<file path="config.mk">
export PLATFORM = sky130hd
export DESIGN_NAME = fp_alu
export DESIGN_NICKNAME = d
export VERILOG_FILES = /design/src/fp_pkg.sv /design/src/fp_alu.sv /design/src/fp_mul.sv /design/src/fp_add_sub.sv /design/src/fp_unpack.sv
export SDC_FILE = /design/constraint.sdc
export NUM_CORES = 2
export LEC_CHECK = 0
export BUFFER_PORTS_ARGS = -buffer_cell sky130_fd_sc_hd__clkbuf_2
export CAP_MARGIN = 5
export CORE_ASPECT_RATIO = 0.5
export CORE_UTILIZATION = 50
export DETAILED_ROUTE_END_ITERATION = 8
export GPL_ROUTABILITY_DRIVEN = 0
export PLACE_DENSITY = 0.64
export REMOVE_ABC_BUFFERS = 1
export SLEW_MARGIN = 20
export SYNTH_ARGS = -nofsm -noshare
export SYNTH_HDL_FRONTEND = slang
export SYNTH_SLANG_ARGS = --single-unit
</file>
<file path="constraint.sdc">
create_clock -name clk -period 13.4 [get_ports clk]
set_clock_uncertainty 0.05 [all_clocks]
set_input_delay 2.68 -clock clk [delete_from_list [all_inputs] [get_ports clk]]
set_output_delay 2.68 -clock clk [all_outputs]
set_load 0.01 [all_outputs]
</file>
<file path="src/fp_pkg.sv">
/*
 * Shared types for the single-precision arithmetic unit.
 * Only IEEE-754 binary32 is supported. No rounding modes and no inexact flag.
 * Denormals are classified as zero by the unpacker.
 */
`default_nettype none

package fp_pkg;

    // ==============================
    // Format constants
    // ==============================
    localparam int EXP_W    = 8;
    localparam int MANT_W   = 23;
    localparam int WORD_W   = 1 + EXP_W + MANT_W;
    localparam int EXP_BIAS = 127;
    localparam int EXP_MAX  = (1 << EXP_W) - 1;  // All-ones exponent

    typedef logic [WORD_W-1:0] fp_word_t;
    typedef logic [EXP_W-1:0]  fp_exp_t;
    typedef logic [MANT_W-1:0] fp_mant_t;
    typedef logic [MANT_W:0]   fp_sig_t;   // Hidden bit on top

    // ==============================
    // Operand, flags, opcode
    // ==============================
    typedef struct packed {
        logic     sign;
        fp_exp_t  exp;
        fp_mant_t mant;
        logic     is_nan;
        logic     is_inf;
        logic     is_zero;   // Also set for denormals
    } fp_class_t;

    // Bit order invalid, overflow, underflow
    typedef struct packed {
        logic invalid;
        logic overflow;
        logic underflow;
    } fp_flags_t;

    typedef enum logic [1:0] {
        OP_ADD  = 2'd0,
        OP_SUB  = 2'd1,
        OP_MUL  = 2'd2,
        OP_RSVD = 2'd3
    } fp_op_t;

    // Quiet NaN returned for every invalid operation
    localparam fp_word_t QNAN = {1'b0, {EXP_W{1'b1}}, 1'b1, {(MANT_W-1){1'b0}}};

endpackage

`default_nettype wire
</file>
<file path="src/fp_alu.sv">
/*
 * Binary32 add, subtract and multiply with a start/valid strobe.
 * Operands are latched on start, and valid_out pulses two edges later.
 * start is ignored while busy. There is no back-pressure.
 */
`default_nettype none

module fp_alu
    import fp_pkg::*;
(
    input  logic      clk,
    input  logic      rst,
    input  logic      start,
    input  fp_word_t  op_a,
    input  fp_word_t  op_b,
    input  fp_op_t    op_code,
    output fp_word_t  result,
    output fp_flags_t flags,
    output logic      valid_out
);

    typedef enum logic {
        IDLE,
        COMPUTE
    } state_t;

    state_t    state;
    fp_word_t  lat_a;
    fp_word_t  lat_b;
    fp_op_t    lat_op;
    fp_class_t cls_a;
    fp_class_t cls_b;
    fp_word_t  add_result;
    fp_flags_t add_flags;
    fp_word_t  mul_result;
    fp_flags_t mul_flags;
    fp_word_t  sel_result;
    fp_flags_t sel_flags;

    fp_unpack i_unpack_a (.word(lat_a), .cls(cls_a));
    fp_unpack i_unpack_b (.word(lat_b), .cls(cls_b));

    fp_add_sub i_add_sub (
        .a        (cls_a),
        .b        (cls_b),
        .subtract (lat_op == OP_SUB),
        .result   (add_result),
        .flags    (add_flags)
    );

    fp_mul i_mul (
        .a      (cls_a),
        .b      (cls_b),
        .result (mul_result),
        .flags  (mul_flags)
    );

    always_comb begin
        sel_result = QNAN;   // Reserved opcode
        sel_flags  = '{invalid: 1'b1, default: 1'b0};
        case (lat_op)
            OP_ADD, OP_SUB: begin
                sel_result = add_result;
                sel_flags  = add_flags;
            end
            OP_MUL: begin
                sel_result = mul_result;
                sel_flags  = mul_flags;
            end
            default: ;
        endcase
    end

    // ==============================
    // Controller and registers
    // ==============================
    always_ff @(posedge clk) begin
        if (state == IDLE && start) begin
            lat_a  <= op_a;
            lat_b  <= op_b;
            lat_op <= op_code;
        end
    end

    always_ff @(posedge clk or posedge rst) begin
        if (rst) begin
            state     <= IDLE;
            result    <= '0;
            flags     <= '0;
            valid_out <= 1'b0;
        end else begin
            case (state)
                IDLE: begin
                    valid_out <= 1'b0;
                    if (start)
                        state <= COMPUTE;
                end
                COMPUTE: begin
                    result    <= sel_result;
                    flags     <= sel_flags;
                    valid_out <= 1'b1;
                    state     <= IDLE;
                end
                default: state <= IDLE;
            endcase
        end
    end

    // Single-cycle completion pulse
    a_valid_single: assert property (
        @(posedge clk) disable iff (rst) valid_out |=> !valid_out);

    a_valid_after_compute: assert property (
        @(posedge clk) disable iff (rst) (state == COMPUTE) |=> valid_out);

    a_valid_only_after_compute: assert property (
        @(posedge clk) disable iff (rst) valid_out |-> $past(state == COMPUTE));

endmodule

`default_nettype wire

</file>
<file path="src/fp_mul.sv">
/*
 * Combinational binary32 multiplier.
 * The product is truncated to 23 bits. There is no rounding.
 * Results below the normal range flush to signed zero.
 */
`default_nettype none

module fp_mul
    import fp_pkg::*;
(
    input  fp_class_t a,
    input  fp_class_t b,
    output fp_word_t  result,
    output fp_flags_t flags
);

    logic               sign_res;
    fp_sig_t            sig_a;
    fp_sig_t            sig_b;
    logic [47:0]        prod;
    logic signed [10:0] exp_wide;   // Room for both ends of the range
    fp_mant_t           mant_res;

    assign sign_res = a.sign ^ b.sign;
    assign sig_a    = {1'b1, a.mant};
    assign sig_b    = {1'b1, b.mant};

    // ==============================
    // Significand product and exponent
    // ==============================
    always_comb begin
        prod     = {24'b0, sig_a} * {24'b0, sig_b};
        exp_wide = 11'({3'b000, a.exp} + {3'b000, b.exp} - 11'(EXP_BIAS)
                       + {10'b0, prod[47]});
        if (prod[47])
            mant_res = prod[46:24];
        else
            mant_res = prod[45:23];
    end

    always_comb begin
        flags  = '0;
        result = '0;
        if (a.is_nan || b.is_nan) begin
            result        = QNAN;
            flags.invalid = 1'b1;
        end else if ((a.is_zero && b.is_inf) || (a.is_inf && b.is_zero)) begin
            result        = QNAN;
            flags.invalid = 1'b1;
        end else if (a.is_inf || b.is_inf) begin
            result = {sign_res, {EXP_W{1'b1}}, {MANT_W{1'b0}}};
        end else if (a.is_zero || b.is_zero) begin
            result = {sign_res, {(WORD_W-1){1'b0}}};
        end else if (exp_wide >= 11'(EXP_MAX)) begin
            result         = {sign_res, {EXP_W{1'b1}}, {MANT_W{1'b0}}};
            flags.overflow = 1'b1;
        end else if (exp_wide <= 11'sd0) begin
            result          = {sign_res, {(WORD_W-1){1'b0}}};
            flags.underflow = 1'b1;
        end else begin
            result = {sign_res, exp_wide[EXP_W-1:0], mant_res};
        end
    end

endmodule

`default_nettype wire

</file>
<file path="src/fp_add_sub.sv">
/*
 * Combinational binary32 adder and subtractor.
 * Surplus mantissa bits are truncated, there is no rounding.
 * An exact cancellation returns +0.
 */
`default_nettype none

module fp_add_sub
    import fp_pkg::*;
(
    input  fp_class_t a,
    input  fp_class_t b,
    input  logic      subtract,
    output fp_word_t  result,
    output fp_flags_t flags
);

    logic        sign_b_eff;
    fp_sig_t     sig_a;
    fp_sig_t     sig_b;
    fp_exp_t     exp_big;
    fp_exp_t     exp_diff;
    logic [47:0] al_a;
    logic [47:0] al_b;
    logic [48:0] sum;
    logic        sign_res;
    logic [5:0]  lz;
    logic [8:0]  exp_inc;
    logic [47:0] norm;

    // Position of the leading one counted from bit 47
    function automatic logic [5:0] lead_zeros(input logic [47:0] v);
        logic [5:0] n;
        n = 6'd48;
        for (int i = 0; i < 48; i++) begin
            if (v[i])
                n = 6'(47 - i);  // Highest set bit wins
        end
        return n;
    endfunction

    assign sign_b_eff = b.sign ^ subtract;
    assign sig_a      = {1'b1, a.mant};
    assign sig_b      = {1'b1, b.mant};

    // ==============================
    // Alignment and magnitude add
    // ==============================
    always_comb begin
        if (a.exp >= b.exp) begin
            exp_big  = a.exp;
            exp_diff = a.exp - b.exp;
            al_a     = {sig_a, 24'b0};
            al_b     = {sig_b, 24'b0} >> exp_diff;
        end else begin
            exp_big  = b.exp;
            exp_diff = b.exp - a.exp;
            al_a     = {sig_a, 24'b0} >> exp_diff;
            al_b     = {sig_b, 24'b0};
        end

        if (a.sign == sign_b_eff) begin
            sum      = {1'b0, al_a} + {1'b0, al_b};
            sign_res = a.sign;
        end else if (al_a >= al_b) begin
            sum      = {1'b0, al_a - al_b};
            sign_res = a.sign;
        end else begin
            sum      = {1'b0, al_b - al_a};
            sign_res = sign_b_eff;
        end

        lz      = lead_zeros(sum[47:0]);
        exp_inc = {1'b0, exp_big} + 9'd1;
        norm    = sum[47:0] << lz;
    end

    // ==============================
    // Special cases and normalization
    // ==============================
    always_comb begin
        flags  = '0;
        result = '0;
        if (a.is_nan || b.is_nan) begin
            result        = QNAN;
            flags.invalid = 1'b1;
        end else if (a.is_inf && b.is_inf && (a.sign != sign_b_eff)) begin
            result        = QNAN;  // Inf minus inf
            flags.invalid = 1'b1;
        end else if (a.is_inf) begin
            result = {a.sign, {EXP_W{1'b1}}, {MANT_W{1'b0}}};
        end else if (b.is_inf) begin
            result = {sign_b_eff, {EXP_W{1'b1}}, {MANT_W{1'b0}}};
        end else if (a.is_zero && b.is_zero) begin
            result = {a.sign & sign_b_eff, {(WORD_W-1){1'b0}}};
        end else if (a.is_zero) begin
            result = {sign_b_eff, b.exp, b.mant};
        end else if (b.is_zero) begin
            result = {a.sign, a.exp, a.mant};
        end else if (sum[48]) begin
            // Carry out, one step right
            if (exp_inc >= 9'(EXP_MAX)) begin
                result         = {sign_res, {EXP_W{1'b1}}, {MANT_W{1'b0}}};
                flags.overflow = 1'b1;
            end else begin
                result = {sign_res, exp_inc[EXP_W-1:0], sum[47:25]};
            end
        end else if (sum[47]) begin
            result = {sign_res, exp_big, sum[46:24]};
        end else if (sum == '0) begin
            result = '0;
        end else if ({2'b00, lz} >= exp_big) begin
            result          = {sign_res, {(WORD_W-1){1'b0}}};
            flags.underflow = 1'b1;
        end else begin
            result = {sign_res, exp_big - {2'b00, lz}, norm[46:24]};
        end
    end

endmodule

`default_nettype wire

</file>
<file path="src/fp_unpack.sv">
/*
 * Splits a binary32 word into fields and classifies it.
 * A zero exponent flags zero regardless of the mantissa, so denormals flush.
 */
`default_nettype none

module fp_unpack
    import fp_pkg::*;
(
    input  fp_word_t  word,
    output fp_class_t cls
);

    logic     sign_f;
    fp_exp_t  exp_f;
    fp_mant_t mant_f;
    logic     exp_ones;
    logic     mant_nz;

    assign sign_f = word[WORD_W-1];
    assign exp_f  = word[WORD_W-2 -: EXP_W];
    assign mant_f = word[MANT_W-1:0];

    assign exp_ones = (exp_f == fp_exp_t'(EXP_MAX));
    assign mant_nz  = |mant_f;

    always_comb begin
        cls.sign    = sign_f;
        cls.exp     = exp_f;
        cls.mant    = mant_f;
        cls.is_nan  = exp_ones && mant_nz;
        cls.is_inf  = exp_ones && !mant_nz;
        cls.is_zero = (exp_f == '0);  // Denormal flush
    end

endmodule

`default_nettype wire

</file>
Word level (Yosys, flattened, before mapping)
Cells that the tools add are included.
{"block": "word_totals", "register_bits": 103, "inputBits": 69, "out_inout_bits": 36, "word_cells": 165}
{"block": "classes", "muxes": 103, "n_reduce_logical": 23, "n_eq_ne": 6, "n_mul": 1, "n_shift": 3, "order_cmp": 6, "bitwise_logic": 4, "add_sub_neg": 10}
{"op": "32-bit 2-to-1 mux", "n": 12}
{"op": "6-bit 2-to-1 mux", "n": 32}
{"op": "31-bit 2-to-1 mux", "n": 6}
{"op": "48-bit 2-to-1 mux", "n": 3}
{"op": "48-bit by 8-bit >> shifter with 48-bit output", "n": 2}
{"op": "48-bit subtractor", "n": 2}
{"op": "5-bit 2-to-1 mux", "n": 16}
{"op": "32-bit one-hot mux with 2 select lines", "n": 1}
{"op": "48-bit by 48-bit adder with 49-bit output", "n": 1}
{"op": "49-bit logical NOT", "n": 1}
{"op": "49-bit 2-to-1 mux", "n": 1}
{"op": "48-bit >= comparator", "n": 1}
{"op": "24-bit by 24-bit multiplier with 48-bit output", "n": 1}
{"op": "48-bit by 6-bit left shift with 47-bit output", "n": 1}
{"op": "23-bit OR reduction", "n": 2}
{"op": "23-bit 2-to-1 mux", "n": 1}
{"op": "2-bit 2-to-1 mux", "n": 11}
{"op": "8-bit == test (second input constant)", "n": 2}
{"op": "8-bit logical NOT", "n": 2}
{"op": "1-bit 2-to-1 mux", "n": 16}
{"op": "8-bit subtractor", "n": 2}
{"op": "11-bit by 1-bit adder with 11-bit output", "n": 1}
{"op": "11-bit by 9-bit >= comparator with 1-bit output (second input constant)", "n": 1}
{"op": "11-bit by 1-bit <= comparator with 1-bit output (second input constant)", "n": 1}
{"op": "22 further kinds", "n": 37}

Logic depth before layout (Yosys ltp)
{"block": "logic_depth", "word_depth": 67, "ltp_mapped": 58, "mapped_depth_nobuf": 50}

Modules after synthesis
Synthesis repeated with hierarchy kept, for this count alone.
{"block": "hier_totals", "hier_cells": 5746, "area_unflattened_um2": 44405.1}
{"module": "fp_add_sub", "seq_area_each_um2": 0.0, "area_each_um2": 20395.8, "cells_per_inst": 3149, "n_inst": 1}
{"module": "fp_mul", "seq_area_each_um2": 0.0, "area_each_um2": 19404.9, "cells_per_inst": 2236, "n_inst": 1}
{"module": "fp_alu", "seq_area_each_um2": 2907.8, "area_each_um2": 3921.3, "cells_per_inst": 265, "n_inst": 1}
{"module": "fp_unpack", "seq_area_each_um2": 0.0, "area_each_um2": 341.6, "cells_per_inst": 48, "n_inst": 2}

Worst setup path before layout
No wires, ideal clock.
{"block": "synth_path", "kind": "reg-to-reg", "startpoint": "register lat_a[12]", "endpoint": "register result[9]", "t_required_ps": 13273, "path_stages_with_launch": 49, "t_arrival_ps": 11716, "path_buffers": 6, "setup_time_ps": 77, "path_slack_ps": 1556, "period_less_slack_ps": 11844, "cell_sequence": "edfxtp_1 clkbuf_1 clkbuf_1 nand2_1 fa_1 inv_1 fa_1 fa_1 inv_1 fa_1 fa_1 inv_1 fa_1 fa_1 ha_1 nor2b_1 o21ai_0 nand2b_1 [... 13 more ...] ha_1 inv_1 nand3_1 or3_1 nor3_1 nand2b_1 a21oi_1 or2_2 clkbuf_1 nor4b_1 nor2b_1 and2_1 buf_1 o221a_2 o21ai_0 o21ai_0 a211oi_1 a21oi_1"}
{"block": "synth_via", "elab_chain_len": 66, "elab_cells_between_ends": 93, "classes_between": "add/sub: 4; mul: 1; order compare: 4; shift: 2; mux: 71; reduce/logical: 11"}
{"element": "start, declared", "line": "fp_alu.sv:28", "source": "fp_word_t lat_a;"}
{"element": "start signal, assigned", "line": "fp_alu.sv:79", "source": "lat_a <= op_a;"}
{"element": "48-bit by 8-bit >> shifter with 48-bit output", "line": "fp_add_sub.sv:58", "source": "al_a = {sig_a, 24'b0} >> exp_diff;"}
{"element": "48-bit 2-to-1 mux", "line": "fp_add_sub.sv:50", "source": "if (a.exp >= b.exp) begin"}
{"element": "48-bit subtractor, or another cell as far along", "line": "fp_add_sub.sv:69", "source": "sum = {1'b0, al_b - al_a};"}
{"element": "48-bit 2-to-1 mux", "line": "fp_add_sub.sv:65", "source": "end else if (al_a >= al_b) begin"}
{"element": "49-bit 2-to-1 mux", "line": "fp_add_sub.sv:62", "source": "if (a.sign == sign_b_eff) begin"}
{"element": "5-bit 2-to-1 mux (16 in a row)", "line": "fp_add_sub.sv:36", "source": "if (v[i])"}
{"element": "6-bit 2-to-1 mux (32 in a row)", "line": "fp_add_sub.sv:36"}
{"element": "48-bit by 6-bit left shift with 47-bit output or 6-bit by 8-bit >= comparator with 1-bit output (tied branches)", "line": "fp_add_sub.sv:75, fp_add_sub.sv:112"}
{"element": "[... 4 more ...]"}
{"element": "32-bit 2-to-1 mux", "line": "fp_add_sub.sv:98", "source": "end else if (b.is_zero) begin"}
{"element": "32-bit 2-to-1 mux", "line": "fp_add_sub.sv:96", "source": "end else if (a.is_zero) begin"}
{"element": "32-bit 2-to-1 mux", "line": "fp_add_sub.sv:94", "source": "end else if (a.is_zero && b.is_zero) begin"}
{"element": "32-bit 2-to-1 mux", "line": "fp_add_sub.sv:92", "source": "end else if (b.is_inf) begin"}
{"element": "32-bit 2-to-1 mux", "line": "fp_add_sub.sv:90", "source": "end else if (a.is_inf) begin"}
{"element": "32-bit 2-to-1 mux", "line": "fp_add_sub.sv:87", "source": "end else if (a.is_inf && b.is_inf && (a.sign != sign_b_eff)) begin"}
{"element": "32-bit 2-to-1 mux", "line": "fp_add_sub.sv:84", "source": "if (a.is_nan || b.is_nan) begin"}
{"element": "32-bit one-hot mux with 2 select lines (*)", "line": "fp_alu.sv:61", "source": "case (lat_op)"}
{"element": "end signal, assigned", "line": "fp_alu.sv:99", "source": "result <= sel_result;"}
{"element": "end, declared", "line": "fp_alu.sv:17", "source": "output fp_word_t result,"}
Every way passes the cells marked *; elsewhere a longest branch is shown, timed or not.
A chain may end at the register's enable or synchronous reset.

Worst setup path in the final report
{"block": "layout_path", "startpoint": "register lat_a[3]", "endpoint": "register result[9]"}
The elaborated chain is that of the path after synthesis.

==> results_dict.tcl <==
set metrics [dict create \
    synth_area_mm2 0.04313 \
    relSlewSlack_pct 15.68 \
    max_freq_mhz 78.24 \
    grt_first_pass_wirelength_um 276000 \
    synth_flop_cell "edfxtp_1" \
    crit_arrival_ps 13070 \
    rsz0062_at_grt "false" \
    clockRootBuffer "clkbuf_16" \
    slowest_stage "edfxtp_1" \
    ys_seq_area_share_pct 6.741 \
    syn_inst 5629 \
    setup-violations-final 0 \
    numClockSinks 103 \
    cts.clk_slew.worst_paths_ps 100 \
    grt_pass1_vias 43640 \
    core_area_mm2 0.08464 \
    nets 6485 \
    violations "design-rule violations" \
    insertion_delay_ps 410 \
    antenna_found_initial 9 \
    grt_max_degree 71 \
    io_buffers 104 \
    cp_common_cell "fa_1" \
    syn_area_per_cell_um2 7.663 \
    critical_path_required_ps 13690 \
    final_hold_viol_count 0 \
    grt_overflow_total 0 \
    cp-startpoint "lat_a[3]$_DFFE_PP_" \
    die_y_um 209.7 \
    regArea_mm2 0.002908 \
    start_util_pct 50.96 \
    synthArstFlopShare_pct 35.92 \
    post-route-min-period_ps 12780 \
    ys_seq_elements 103 \
    area_delta_synth_final_pct 6.347 \
    synth.distinct_cells 114 \
    dr.pass1.iters 9 \
    hold_path.class "flop to flop" \
    cts_tree "done" \
    drv_slew 0 \
    drt-total-wl_um 186700 \
    post-route-period-util_pct 95.39 \
    grt_usage_pct 41.75 \
    drtIter0Drc 7505 \
    cts_buffer_depth 2 \
    holdCritStartpoint "result[28]$_DFFE_PP0P_" \
    drive_gt1_share_pct 9.606 \
    drtAntennaViolNets 0 \
    num_rows 75 \
    cp_top_family "simple AND/OR/NAND/NOR gates" \
    fillerInstances 8158 \
    numCtsBuffers 9 \
    routedWlPerCell_um 27.55 \
    crit_buf_inv 6 \
    synth-edff-count 66 \
    cp_max_fo 19 \
    multi_input_area_mm2 0.03618 \
    vias 46068 \
    htree_levels 3 \
    whs_ps 442.2 \
    ios 105 \
    via_per_inst 6.799 \
    critPathLaunchType "flop" \
    cp-end-kind "flop" \
    ys.warnings.count 0 \
    outcome "complete, but fails checks" \
    post_cts_resized 0 \
    worst-slew-pin-transition_ps 1252 \
    critPathKind "flop to flop" \
    dp.final_hpwl_um 148200 \
    maxCapViolCount 0 \
    drc 46 \
    timing.rr.start "lat_a[3]$_DFFE_PP_" \
    critPathMaxStageDelay_ps 1140 \
    die_w_um 417.4 \
    die_area_mm2 0.08752 \
]
path summary, 6_finish.rpt:
path | end | slack, ps | cells after the start
worst max-delay path | result[9]$_DFFE_PP0P_ | 620 | 45
worst min-delay path | result[28]$_DFFE_PP0P_ | 440 | 1
max in group asynchronous | result[3]$_DFFE_PP0P_ | 10620 | 3
worst max register to register | result[9]$_DFFE_PP0P_ | 620 | 45
min in group asynchronous | result[1]$_DFFE_PP0P_ | 2320 | 3
worst min register to register | result[28]$_DFFE_PP0P_ | 440 | 1
cell usage in the layout (no fill, tap or decap), types with 51 or more instances in the layout:
cell        n
a211oi_1   77
a21o_1     69
a21oi_1   349
and2_1    245
buf_4     218
clkbuf_2  104
edfxtp_1   66
fa_1      486
ha_1      322
inv_1     717
mux2_2     63
mux2i_1   166
nand2_1   645
nand3_1    96
nor2_1    406
nor3_1    125
nor4_1     63
o211ai_1   72
o21ai_0   242
o21bai_1   51
xnor2_1    81
cell usage after synthesis, types with 16 or more instances:
cell type | n | area share (%)
mux2i_1 | 166 | 3.9
nand4_1 | 37 | 0.54
nand2b_1 | 30 | 0.44
nor3_1 | 125 | 1.5
nor4_1 | 63 | 0.91
a211oi_1 | 77 | 1.3
fa_1 | 486 | 23
a22oi_1 | 16 | 0.28
nand2_1 | 645 | 5.6
ha_1 | 324 | 9.4
buf_2 | 35 | 0.41
or3_1 | 37 | 0.54
or2_2 | 34 | 0.49
xor2_1 | 20 | 0.41
a21boi_0 | 18 | 0.31
nand3_1 | 96 | 1.1
mux4_2 | 17 | 0.89
o21a_1 | 33 | 0.57
a221oi_1 | 25 | 0.51
a2111oi_0 | 20 | 0.41
a31oi_1 | 49 | 0.71
clkbuf_1 | 271 | 2.4
o21ai_0 | 244 | 2.8
o31ai_1 | 34 | 0.59
xnor2_1 | 88 | 1.8
o221ai_1 | 20 | 0.41
o21ai_1 | 26 | 0.30
dfrtp_1 | 37 | 2.1
o21bai_1 | 51 | 0.89
a21oi_1 | 349 | 4.0
buf_1 | 40 | 0.35
o22ai_1 | 32 | 0.46
and2_1 | 245 | 3.6
a22o_1 | 38 | 0.77
a211o_1 | 28 | 0.57
o311ai_0 | 25 | 0.51
nor2_1 | 407 | 3.5
nor2b_1 | 33 | 0.48
inv_1 | 717 | 6.2
mux2_2 | 63 | 1.6
and3_1 | 27 | 0.39
a21o_1 | 69 | 1.2
o211ai_1 | 72 | 1.3
edfxtp_1 | 66 | 4.6
routing by layer:
layer / global-route usage (%) / share of wire, % / vias up / wire length (um)
met5: 0 / 0.036 / - / 68
met4: 20.59 / 6.4 / 8 / 11930
met2: 59.08 / 40 / 3734 / 73840
met1: 55.33 / 38 / 22123 / 71220
met3: 16.15 / 16 / 855 / 29640
li1: - / - / 19348 / -
per-stage QoR:
step | utilization (%) | instance area [um^2] | TNS [ps] | setup WS [ps] | std cells
global placement | 53.56 | 45330 | 0 | 1047 | 6730
detailed placement | 53.58 | 45350 | 0 | 675.6 | 6731
finish | 54.19 | 45870 | 0 | 618.2 | 6776
floorplan | - | 41660 | -154080 | -5176 | 5268
CTS | 53.96 | 45670 | 0 | 621.7 | 6747
global route | 54.17 | 45850 | 0 | 16.19 | 6767
sequential cells by signal, summed over array words and instances, names as in the netlist:
| name | count |
|---|---|
| lat_op | 2 |
| flags | 3 |
| lat_b | 32 |
| lat_a | 32 |
| valid_out | 1 |
| result | 32 |
| state | 1 |
final cells by class:
class                      instances  area share, %
clock inverter                     7         0.2100
antenna                           10        0.05455
timing repair buffer             327          4.899
sequential                       103          6.339
inverter                         731          5.987
multi-input combinational       4434          78.87
tap                             1155          3.150
clock buffer                       9         0.4910
what timing repair did:
| action | in CTS | in global routing |
|---|---|---|
| hold buffers | 0 | 0 |
| buffers inserted | 0 | 19 |
| endpoints found under the setup margin | 0 | 3 |
cells by family (layout without fill, tap and decap cells):
group,count (synthesis),in the layout,synth area share (%)
AOI/OAI and AO/OA,1422,1422,22.41
xor gates and xnor gates,110,110,2.295
adders and majority gates,810,810,31.95
buffers and inverters,1092,1074,9.793
DFF,103,103,6.741
muxes,248,248,6.445
other,0,10,0
and+or+nand+nor,1844,1844,20.36
Power is left out: the tool's default activity adds up to more than one toggle a clock period on the data nets, which glitch-free logic cannot reach.
